==> config.mk <==
export PLATFORM = sky130hd
export DESIGN_NAME = rvCore
export DESIGN_NICKNAME = d
export VERILOG_FILES = /design/src/source/rvPkg.sv /design/src/source/alu.sv /design/src/source/controller.sv /design/src/source/immGen.sv /design/src/source/pcUnit.sv /design/src/source/regFile.sv /design/src/source/rvCore.sv
export SDC_FILE = /design/constraint.sdc
export NUM_CORES = 2
export LEC_CHECK = 0
export BUFFER_PORTS_ARGS = -buffer_cell sky130_fd_sc_hd__buf_2
export CELL_PAD_IN_SITES_DETAIL_PLACEMENT = 1
export CELL_PAD_IN_SITES_GLOBAL_PLACEMENT = 1
export CORE_ASPECT_RATIO = 1.75
export CORE_MARGIN = 4
export CORE_UTILIZATION = 47
export CTS_CLUSTER_DIAMETER = 100
export DETAILED_ROUTE_END_ITERATION = 10
export GPL_ROUTABILITY_DRIVEN = 0
export PLACE_DENSITY_LB_ADDON = 0.1
export SLEW_MARGIN = 20
export SYNTH_ARGS = -nofsm -noshare
export SYNTH_HDL_FRONTEND = slang
export SYNTH_HIERARCHICAL = 1
export SYNTH_SLANG_ARGS = --single-unit
export TNS_END_PERCENT = 30
==> constraint.sdc <==
create_clock -name clk -period 5.2 [get_ports clk]
set_clock_uncertainty 0.05 [all_clocks]
set_input_delay 0.78 -clock clk [delete_from_list [all_inputs] [get_ports clk]]
set_output_delay 0.78 -clock clk [all_outputs]
set_load 0.02 [all_outputs]
==> src/source/rvPkg.sv <==
package rvPkg;

    // major opcodes of the supported subset
    typedef enum logic [6:0] {
        opR      = 7'd51,
        opImm    = 7'd19,
        opLoad   = 7'd3,
        opStore  = 7'd35,
        opBranch = 7'd99,
        opLui    = 7'd55,
        opJal    = 7'd111,
        opJalr   = 7'd103
    } opcodeE;

    typedef enum logic [2:0] {
        aluAdd  = 3'd0,
        aluSub  = 3'd1,
        aluAnd  = 3'd2,
        aluOr   = 3'd3,
        aluXor  = 3'd4,
        aluSlt  = 3'd5,
        aluSltu = 3'd6
    } aluOpE;

    typedef enum logic [2:0] {
        immI = 3'd0,
        immS = 3'd1,
        immB = 3'd2,
        immU = 3'd3,
        immJ = 3'd4
    } immSelE;

    typedef enum logic [1:0] {
        pcPlus4  = 2'd0,
        pcTarget = 2'd1, // pc + imm
        pcAlu    = 2'd2  // jalr
    } pcSelE;

    typedef enum logic [1:0] {
        resAlu = 2'd0,
        resMem = 2'd1,
        resPc4 = 2'd2,
        resImm = 2'd3
    } resultSelE;

    typedef enum logic [1:0] {
        srcReg = 2'd0,
        srcImm = 2'd1
    } aluSrcE;

    typedef struct packed {
        logic      regWrite;
        logic      memWrite;
        pcSelE     pcSel;
        resultSelE resultSel;
        aluSrcE    aluSrc;
        immSelE    immSel;
        aluOpE     aluOp;
    } ctrlT;

    typedef struct packed {
        logic zero;
        logic lt;   // signed
    } flagsT;

endpackage

==> src/source/alu.sv <==
module alu (
    input  logic [31:0]    a,
    input  logic [31:0]    rs2Data,
    input  logic [31:0]    imm,
    input  rvPkg::aluSrcE  aluSrc,
    input  rvPkg::aluOpE   aluOp,
    output logic [31:0]    result,
    output rvPkg::flagsT   flags
);

    logic [31:0] b;
    logic        ltS;
    logic        ltU;

    assign b = (aluSrc == rvPkg::srcImm) ? imm : rs2Data;

    assign ltS = $signed(a) < $signed(b);
    assign ltU = a < b;

    // compare flags for the branch logic
    assign flags.zero = (a == b);
    assign flags.lt   = ltS;

    always_comb begin
        case (aluOp)
            rvPkg::aluAdd:  result = a + b;
            rvPkg::aluSub:  result = a - b;
            rvPkg::aluAnd:  result = a & b;
            rvPkg::aluOr:   result = a | b;
            rvPkg::aluXor:  result = a ^ b;
            rvPkg::aluSlt:  result = {31'd0, ltS};
            rvPkg::aluSltu: result = {31'd0, ltU};
            default:        result = 32'd0;
        endcase
    end

endmodule

==> src/source/controller.sv <==
module controller (
    input  logic               rstN,
    input  logic [31:0]        instr,
    input  rvPkg::flagsT       flags,
    output rvPkg::ctrlT        ctrl
);

    rvPkg::opcodeE opcode;
    logic [2:0]    funct3;
    logic [6:0]    funct7;
    logic          taken;

    assign opcode = rvPkg::opcodeE'(instr[6:0]);
    assign funct3 = instr[14:12];
    assign funct7 = instr[31:25];

    // branch decision, bge is the inverse of lt
    always_comb begin
        case (funct3)
            3'b000:  taken = flags.zero;
            3'b001:  taken = !flags.zero;
            3'b100:  taken = flags.lt;
            3'b101:  taken = !flags.lt;
            default: taken = 1'b0;
        endcase
    end

    always_comb begin
        ctrl.regWrite  = 1'b0;
        ctrl.memWrite  = 1'b0;
        ctrl.pcSel     = rvPkg::pcPlus4;
        ctrl.resultSel = rvPkg::resAlu;
        ctrl.aluSrc    = rvPkg::srcReg;
        ctrl.immSel    = rvPkg::immI;
        ctrl.aluOp     = rvPkg::aluAdd;

        case (opcode)
            rvPkg::opR: begin
                ctrl.regWrite = 1'b1;
                case ({funct7, funct3})
                    10'h000: ctrl.aluOp = rvPkg::aluAdd;
                    10'h100: ctrl.aluOp = rvPkg::aluSub;
                    10'h006: ctrl.aluOp = rvPkg::aluOr;
                    10'h007: ctrl.aluOp = rvPkg::aluAnd;
                    10'h002: ctrl.aluOp = rvPkg::aluSlt;
                    10'h003: ctrl.aluOp = rvPkg::aluSltu;
                    default: ctrl.regWrite = 1'b0; // not in the subset
                endcase
            end
            rvPkg::opImm: begin
                ctrl.regWrite = 1'b1;
                ctrl.aluSrc   = rvPkg::srcImm;
                case (funct3)
                    3'b000:  ctrl.aluOp = rvPkg::aluAdd;
                    3'b100:  ctrl.aluOp = rvPkg::aluXor;
                    3'b110:  ctrl.aluOp = rvPkg::aluOr;
                    3'b010:  ctrl.aluOp = rvPkg::aluSlt;
                    3'b011:  ctrl.aluOp = rvPkg::aluSltu;
                    default: ctrl.regWrite = 1'b0;
                endcase
            end
            rvPkg::opLoad: begin
                ctrl.regWrite  = 1'b1;
                ctrl.resultSel = rvPkg::resMem;
                ctrl.aluSrc    = rvPkg::srcImm;
            end
            rvPkg::opStore: begin
                ctrl.memWrite = 1'b1;
                ctrl.aluSrc   = rvPkg::srcImm;
                ctrl.immSel   = rvPkg::immS;
            end
            rvPkg::opBranch: begin
                ctrl.immSel = rvPkg::immB;
                ctrl.aluOp  = rvPkg::aluSub; // flags from rs1 - rs2
                ctrl.pcSel  = taken ? rvPkg::pcTarget : rvPkg::pcPlus4;
            end
            rvPkg::opLui: begin
                ctrl.regWrite  = 1'b1;
                ctrl.immSel    = rvPkg::immU;
                ctrl.resultSel = rvPkg::resImm;
            end
            rvPkg::opJal: begin
                ctrl.regWrite  = 1'b1;
                ctrl.immSel    = rvPkg::immJ;
                ctrl.resultSel = rvPkg::resPc4;
                ctrl.pcSel     = rvPkg::pcTarget;
            end
            rvPkg::opJalr: begin
                ctrl.regWrite  = 1'b1;
                ctrl.aluSrc    = rvPkg::srcImm;
                ctrl.resultSel = rvPkg::resPc4;
                ctrl.pcSel     = rvPkg::pcAlu;
            end
            default: ; // unknown opcode, no writes
        endcase

        if (!rstN) begin
            ctrl.regWrite = 1'b0;
            ctrl.memWrite = 1'b0;
        end
    end

endmodule

==> src/source/immGen.sv <==
module immGen (
    input  logic [31:0]    instr,
    input  rvPkg::immSelE  immSel,
    output logic [31:0]    imm
);

    logic sign;

    assign sign = instr[31];

    always_comb begin
        case (immSel)
            rvPkg::immI: imm = {{20{sign}}, instr[31:20]};
            rvPkg::immS: imm = {{20{sign}}, instr[31:25], instr[11:7]};
            rvPkg::immB: begin
                imm = {{19{sign}}, instr[31], instr[7], instr[30:25],
                       instr[11:8], 1'b0};
            end
            rvPkg::immU: imm = {instr[31:12], 12'd0}; // low bits zero
            rvPkg::immJ: begin
                imm = {{11{sign}}, instr[31], instr[19:12], instr[20],
                       instr[30:21], 1'b0};
            end
            default:     imm = 32'd0;
        endcase
    end

endmodule

==> src/source/pcUnit.sv <==
module pcUnit #(
    parameter logic [31:0] resetPc = 32'h0000_0000
) (
    input  logic          clk,
    input  logic          rstN,
    input  rvPkg::pcSelE  pcSel,
    input  logic [31:0]   imm,
    input  logic [31:0]   aluResult,
    output logic [31:0]   pc,
    output logic [31:0]   pcPlus4
);

    logic [31:0] nextPc;

    assign pcPlus4 = pc + 32'd4;

    always_comb begin
        case (pcSel)
            rvPkg::pcTarget: nextPc = pc + imm;
            rvPkg::pcAlu:    nextPc = {aluResult[31:1], 1'b0}; // jalr clears bit 0
            default:         nextPc = pcPlus4;
        endcase
    end

    always_ff @(posedge clk or negedge rstN) begin
        if (!rstN) begin
            pc <= resetPc;
        end else begin
            pc <= nextPc;
        end
    end

    // no misaligned fetch is handled, targets must be word aligned
    assert property (@(posedge clk) disable iff (!rstN) pc[1:0] == 2'b00);

endmodule

==> src/source/regFile.sv <==
module regFile (
    input  logic        clk,
    input  logic        rstN,
    input  logic [4:0]  rs1Addr,
    input  logic [4:0]  rs2Addr,
    input  logic [4:0]  rdAddr,
    input  logic [31:0] rdData,
    input  logic        we,
    output logic [31:0] rs1Data,
    output logic [31:0] rs2Data
);

    logic [31:0] regs [0:31];

    always_ff @(posedge clk or negedge rstN) begin
        if (!rstN) begin
            for (int i = 0; i < 32; i++) begin
                regs[i] <= 32'd0;
            end
        end else if (we && rdAddr != 5'd0) begin // x0 stays zero
            regs[rdAddr] <= rdData;
        end
    end

    assign rs1Data = regs[rs1Addr];
    assign rs2Data = regs[rs2Addr];

    // x0 is never written after reset
    assert property (@(posedge clk) disable iff (!rstN)
        (rs1Addr == 5'd0) |-> (rs1Data == 32'd0));

    assert property (@(posedge clk) disable iff (!rstN)
        (rs2Addr == 5'd0) |-> (rs2Data == 32'd0));

endmodule

==> src/source/rvCore.sv <==
module rvCore #(
    parameter logic [31:0] resetPc = 32'h0000_0000
) (
    input  logic        clk,
    input  logic        rstN,
    output logic [31:0] instrAddr,
    input  logic [31:0] instr,
    output logic [31:0] dataAddr,
    output logic [31:0] dataWdata,
    output logic        dataWe,
    input  logic [31:0] dataRdata
);

    rvPkg::ctrlT  ctrl;
    rvPkg::flagsT flags;
    logic [31:0]  imm;
    logic [31:0]  rs1Data;
    logic [31:0]  rs2Data;
    logic [31:0]  aluResult;
    logic [31:0]  pc;
    logic [31:0]  pcPlus4;
    logic [31:0]  wbData;

    controller uCtrl (
        .rstN  (rstN),
        .instr (instr),
        .flags (flags),
        .ctrl  (ctrl)
    );

    immGen uImm (
        .instr  (instr),
        .immSel (ctrl.immSel),
        .imm    (imm)
    );

    regFile uRegs (
        .clk     (clk),
        .rstN    (rstN),
        .rs1Addr (instr[19:15]),
        .rs2Addr (instr[24:20]),
        .rdAddr  (instr[11:7]),
        .rdData  (wbData),
        .we      (ctrl.regWrite),
        .rs1Data (rs1Data),
        .rs2Data (rs2Data)
    );

    alu uAlu (
        .a       (rs1Data),
        .rs2Data (rs2Data),
        .imm     (imm),
        .aluSrc  (ctrl.aluSrc),
        .aluOp   (ctrl.aluOp),
        .result  (aluResult),
        .flags   (flags)
    );

    pcUnit #(
        .resetPc (resetPc)
    ) uPc (
        .clk       (clk),
        .rstN      (rstN),
        .pcSel     (ctrl.pcSel),
        .imm       (imm),
        .aluResult (aluResult),
        .pc        (pc),
        .pcPlus4   (pcPlus4)
    );

    // write-back select
    always_comb begin
        case (ctrl.resultSel)
            rvPkg::resMem: wbData = dataRdata;
            rvPkg::resPc4: wbData = pcPlus4;
            rvPkg::resImm: wbData = imm;
            default:       wbData = aluResult;
        endcase
    end

    assign instrAddr = pc;
    assign dataAddr  = aluResult;
    assign dataWdata = rs2Data;
    assign dataWe    = ctrl.memWrite;

    // decoder outputs checked against the fetched word
    assert property (@(posedge clk) disable iff (!rstN)
        !(ctrl.memWrite && ctrl.regWrite));

    assert property (@(posedge clk) disable iff (!rstN)
        !(instr[6:0] inside {rvPkg::opR, rvPkg::opImm, rvPkg::opLoad, rvPkg::opStore,
                             rvPkg::opBranch, rvPkg::opLui, rvPkg::opJal, rvPkg::opJalr})
        |-> !(ctrl.regWrite || ctrl.memWrite));

endmodule

**Word-level counts from Yosys, hierarchy flattened**

Index checks and enable logic that the tools add are counted.

- Register bits after elaboration: 1056
- Bits of input ports: 66
- Logic and storage cells: 127

- Add/subtract/negate cells: 4
- Magnitude comparators: 6
- Equal/unequal tests: 36
- Multiplexer cells: 28
- Bitwise operators: 6
- Reductions and logical operators: 14

Operator list:

| kind | count |
|---|---|
| $bwmux W1024 | 1 |
| $bmux W32 S5 | 2 |
| $pmux W32 S7 | 1 |
| $mux W32 | 6 |
| $demux W32 S5 | 1 |
| $pmux W32 S5 | 1 |
| $pmux W32 S3 | 1 |
| $add A32 B32 Y32 | 2 |
| $lt A32 B32 Y1 | 2 |
| $pmux W32 S2 | 1 |
| $add A32 B3 Y32 const B | 1 |
| $and A32 B32 Y32 | 1 |
| $eq A32 B32 Y1 | 1 |
| $or A32 B32 Y32 | 1 |
| $sub A32 B32 Y32 | 1 |
| $xor A32 B32 Y32 | 1 |
| $pmux W3 S4 | 2 |
| $eq A3 B3 Y1 const B | 7 |
| $eq A7 B6 Y1 const B | 3 |
| $eq A7 B7 Y1 const B | 3 |
| $eq A10 B2 Y1 const B | 2 |
| $eq A10 B3 Y1 const B | 2 |
| $eq A3 B2 Y1 const B | 6 |
| $ge A6 B6 Y1 const B | 3 |
| other kinds (25) | 42 |

**Depth between registers and ports, before layout**

- Depth in word-level cells: 12
- Mapped depth: 34
- Mapped depth without buffers: 28

**Cells and area by module**

Netlist, hierarchy kept.

By module, submodules not included:

| module | instances | cells an instance | area each (um^2) | sequential area each (um^2) |
|---|---|---|---|---|
| regFile | 1 | 4601 | 55942.4 | 25624.6 |
| alu | 1 | 908 | 5968.2 | 0.0 |
| pcUnit | 1 | 460 | 3697.3 | 800.8 |
| rvCore | 1 | 39 | 814.5 | 0.0 |
| immGen | 1 | 94 | 540.5 | 0.0 |
| controller | 1 | 68 | 431.7 | 0.0 |

**Worst setup path before layout**

OpenSTA, ideal clock, no wires.

- Path type: input-to-reg
- Start: in instr[21]
- End: reg uPc.pc[27]
- Library setup time: 0.087 ns
- Arrival time: 6.349 ns
- Data required time: 5.063 ns
- Path slack: -1.285 ns
- Stages: 32
- Buffers on the path: 6
- Cell sequence: buf_2 -> buf_4 -> buf_2 -> buf_2 -> mux2i_1 -> nand2_1 -> a31oi_1 -> nand3_1 -> mux2_2 -> ha_1 -> inv_1 -> fa_1 -> nor2b_1 -> o211ai_1 -> a31o_2 -> o21a_1 -> nor3_1 -> o21ai_1 -> nor4bb_1 -> a21o_1 -> buf_4 -> mux2i_1 -> xnor2_1 -> a22oi_1 -> nor3_1 -> inv_1 -> ha_1 -> clkbuf_2 -> clkinv_1 -> nand2_1 -> or4_1 -> o211ai_1

RTL lines:

| element | line | RTL |
|---|---|---|
| start, declared | rvCore.sv:7 | `input logic [31:0] instr,` |
| end signal, assigned | pcUnit.sv:27 | `pc <= resetPc;` |
| end signal, assigned | pcUnit.sv:29 | `pc <= nextPc;` |
| end, declared | pcUnit.sv:9 | `output logic [31:0] pc,` |

==> Implementation_results.wiki <==
{| class="wikitable"
! Metric !! Value
|-
| Setup crit end || dataAddr[16]
|-
| Number of nets still failing antenna checks after routing || 0
|-
| Area of all placed cells without fillers || 89,200 µm²
|-
| Multiplexer area fraction after synthesis || 33.8%
|-
| Max H-tree Level || 3
|-
| Crit. Startpoint || instr[1]
|-
| Cell at the slowest stage of the critical path || o31a_4
|-
| Total setup violations reported at the end of the flow || 807
|-
| Post-detail-place hpwl || 210,000 µm
|-
| CP Capture Type || primary output
|-
| Fraction of synthesized cell area in xor and xnor cells || 0.845%
|-
| Core ar. || 142,000 µm²
|-
| Achievable frequency || 157 MHz
|-
| Layout cell share with drive strength beyond 1 || 45.2%
|-
| Number of CTS-inserted buffers || 106
|-
| GR Layer Usage met3 || 14.7%
|-
| Combinational family with the most area after synthesis || multiplexers
|-
| Total length of routed wires || 330,000 µm
|-
| Hold slack || 0.359 ns
|-
| Effective utilization at floorplan || 47.4%
|-
| Number of synthesized register bits || 1,056
|-
| Kind of start point of the critical path || input port
|-
| Synth Area in Compound Gates || 11.0%
|-
| Global-route usage over all layers || 42.7%
|-
| Violations in the final reports || negative setup slack
|-
| Post-place setup slack || -2.06 ns
|-
| Count of standard-cell rows || 183
|-
| Number of cells on the critical path || 26
|-
| Area of the mapped netlist || 67,400 µm²
|-
| Port buffer count || 162
|-
| Ratio of routed vias to standard cells || 6.63
|-
| Result of the run || finished with violations
|-
| Syn avg cell area || 10.9 µm²
|-
| Delay contributed by the slowest stage of the critical path || 0.49 ns
|-
| Area added between synthesis and finish || 32.3%
|-
| Total overflow reported by the global router || 0
|-
| DRC violation count after routing || 0
|-
| CP Data Required Time || 4.37 ns
|-
| Clock-pin slew on the worst setup and hold paths || 0.06 ns
|-
| Async set or reset register ratio after synthesis || 100%
|-
| Final setup slack of the worst path || -1.17 ns
|-
| Most common library cell in the layout ignoring fill and taps || buf_4
|-
| Transition time of the tightest slew-check pin || 1.16 ns
|-
| CP top delay family || buffers and inverters
|-
| Post-route non-filler standard cell count || 9,400
|-
| X dimension of the die || 294 µm
|-
| Relative slew margins || 21.9%
|-
| Post-route minimum period || 6.37 ns
|-
| Top Usage Layer GRT || met2
|-
| Worst r2r src || uRegs/regs[864]
|-
| Total die area || 150,000 µm²
|-
| Number of distinct library cells after synthesis || 106
|-
| Overall power || 25.8 mW
|-
| Die outline height || 509 µm
|-
| Number of cell instances on the worst register-to-register path || 32
|-
| Vias in the first global route || 67,000
|-
| Largest net degree at the start of global routing || 169
|-
| Cell area after placement || 79,700 µm²
|-
| Count of boundary I/O pins || 163
|-
| Unrepaired setup endpoints after global routing || true
|-
| Critical Path Most Common Cell || buf_6
|-
| Most used flip-flop cell after synthesis || dfrtp_1
|-
| Maximum fanout count along the critical path || 6
|-
| Buffers & Inverters on Critical Path || 12
|-
| Minimum setup slack among reg-to-reg paths || -0.68 ns
|-
| Post-synth net total || 6,377
|-
| Routed wirelength normalized by instance count || 35.1 µm
|-
| PwrDens || 289 nW/µm²
|-
| Reg-to-reg endpoint || uPc/pc[25]
|-
| Met2 Use GR || 69.1%
|-
| Post-synthesis share of cell area spent on full adders, half adders and majority gates || 2.67%
|-
| Count of flip-flops with a built-in enable after synthesis || 0
|-
| Number of maximum-capacitance constraint violations || 0
|-
| Critical Setup Path Class || in2out
|-
| Pre-antenna DRT Iters || 6
|-
| Global-route wire length before repair || 466,000 µm
|-
| TritonCTS clock tree || built
|-
| Clock sink count || 1,056
|-
| Largest buffer count on any clock path || 3
|-
| Count of vias placed by the detailed router || 62,400
|-
| GR Util met1 || 44.0%
|-
| Register area share after synthesis || 39.2%
|-
| Clock latency of the later-clocked register in the worst-skew pair || 0.76 ns
|-
| Peak supply drop || 0.000278 V
|-
| Standby leakage power || 44.3 nW
|-
| Clock root cell || clkbuf_16
|-
| Synth warnings || 6
|-
| Highest-count cells in the layout ignoring fill and taps || buf_4, dfrtp_1, mux2i_1
|-
| Cell count after placement || 8,957
|-
| Final worst path period share || 123%
|-
| CP Data Arrival Time || 5.54 ns
|-
| Synthesized-area fraction occupied by and/or/nand/nor cells || 7.26%
|-
| Final-layout setup total negative slack || -337.07 ns
|-
| Worst min path class || reg2reg
|-
| Post-Synthesis Cells || 6,170
|-
| Number of antenna violations at the first check in global routing || 33
|-
| Max Transition Viols Final || 0
|-
| Iteration-0 DRC Markers || 4,801
|-
| End-of-flow core utilization || 62.7%
|-
| Post-layout net count || 7,659
|-
| Final number of hold-violating endpoints || 0
|}
## repair_timing
| action | in CTS | in global routing |
|---|---|---|
| pin swaps | 138 | 96 |
| gates resized for setup | 527 | 247 |
| endpoints found under the setup margin | 869 | 807 |
| setup buffers | 156 | 73 |
| endpoints found under the hold margin | 10 | 0 |
| cloned | 17 | 2 |
| hold buffers | 1 | 0 |
## how the worst min path moves through the flow
| stage | cells after the start | start | end |
|---|---|---|---|
| 6_report | 0 | uRegs/regs[1019] | uRegs/regs[1019] |
| 5_1_grt | 0 | uRegs/regs[1023] | uRegs/regs[1023] |
| 4_1_cts | 0 | uRegs/regs[1000] | uRegs/regs[1000] |
| 3_5_place_dp | 0 | uRegs/regs[1023] | uRegs/regs[1023] |
| 3_3_place_gp | 0 | uRegs/regs[1023] | uRegs/regs[1023] |
| 2_1_floorplan | 1 | uRegs/regs[1000] | uRegs/regs[1000] |
## synthesized netlist by cell type (118+ instances only)
| cell | n | area share (%) |
|---|---|---|
| mux2i_1 | 1040 | 15 |
| clkbuf_1 | 279 | 1.6 |
| a22o_1 | 131 | 1.7 |
| a22oi_1 | 205 | 2.3 |
| nand3_1 | 236 | 1.8 |
| mux2_2 | 992 | 17 |
| nand2_1 | 354 | 2.0 |
| ha_1 | 138 | 2.6 |
| nor2_1 | 118 | 0.66 |
| dfrtp_1 | 1056 | 39 |
| buf_2 | 138 | 1.0 |
| a21oi_1 | 326 | 2.4 |
## cell type report
class	count	area (µm²)
flip-flops and latches	1056	26400
clock inverters	38	460
clock buffers	148	3020
repair buffers	1756	16300
inverters	120	493
diodes	20	50.0
fillers	14500	53000
well taps	1850	2310
multi-input cells	4412	40100
## worst register-to-register path, delay by kind of cell (launching register included)
family / cells / cell delay [ns]
AOI/OAI and AO/OA: 10 / 1.76
xor gates and xnor gates: 1 / 0.18
and+or+nand+nor: 6 / 0.86
muxes: 3 / 0.65
adders and majority gates: 3 / 0.67
DFF: 1 / 0.40
buffers and inverters: 9 / 1.20
## cell families (layout without fill, tap and decap cells)
logic type / after synthesis / after routing
other: 1 / 21
multiplexers: 2103 / 2103
AO/OA/AOI/OAI: 1097 / 1097
buffers and inverters: 702 / 2062
flip-flops: 1056 / 1056
adder cells (fa/ha/maj): 142 / 142
XOR/XNOR: 65 / 65
AND/OR/NAND/NOR: 1004 / 1004
## state kept, by name, indices dropped and copies added (netlist names)
signal	count
uPc/pc	32
uRegs/regs	1024
## routing by layer
layer	routed length, µm	share of wire, %
met2	154000	47
met5	226	0.068
met3	28300	8.6
met4	35800	11
met1	112000	34
## where the power goes
part	internal, mW	switching [mW]
sequential	8.45	0.283
clock	4.36	3.62
combinational	3.73	5.37
Power figures use the tool's default switching activity.
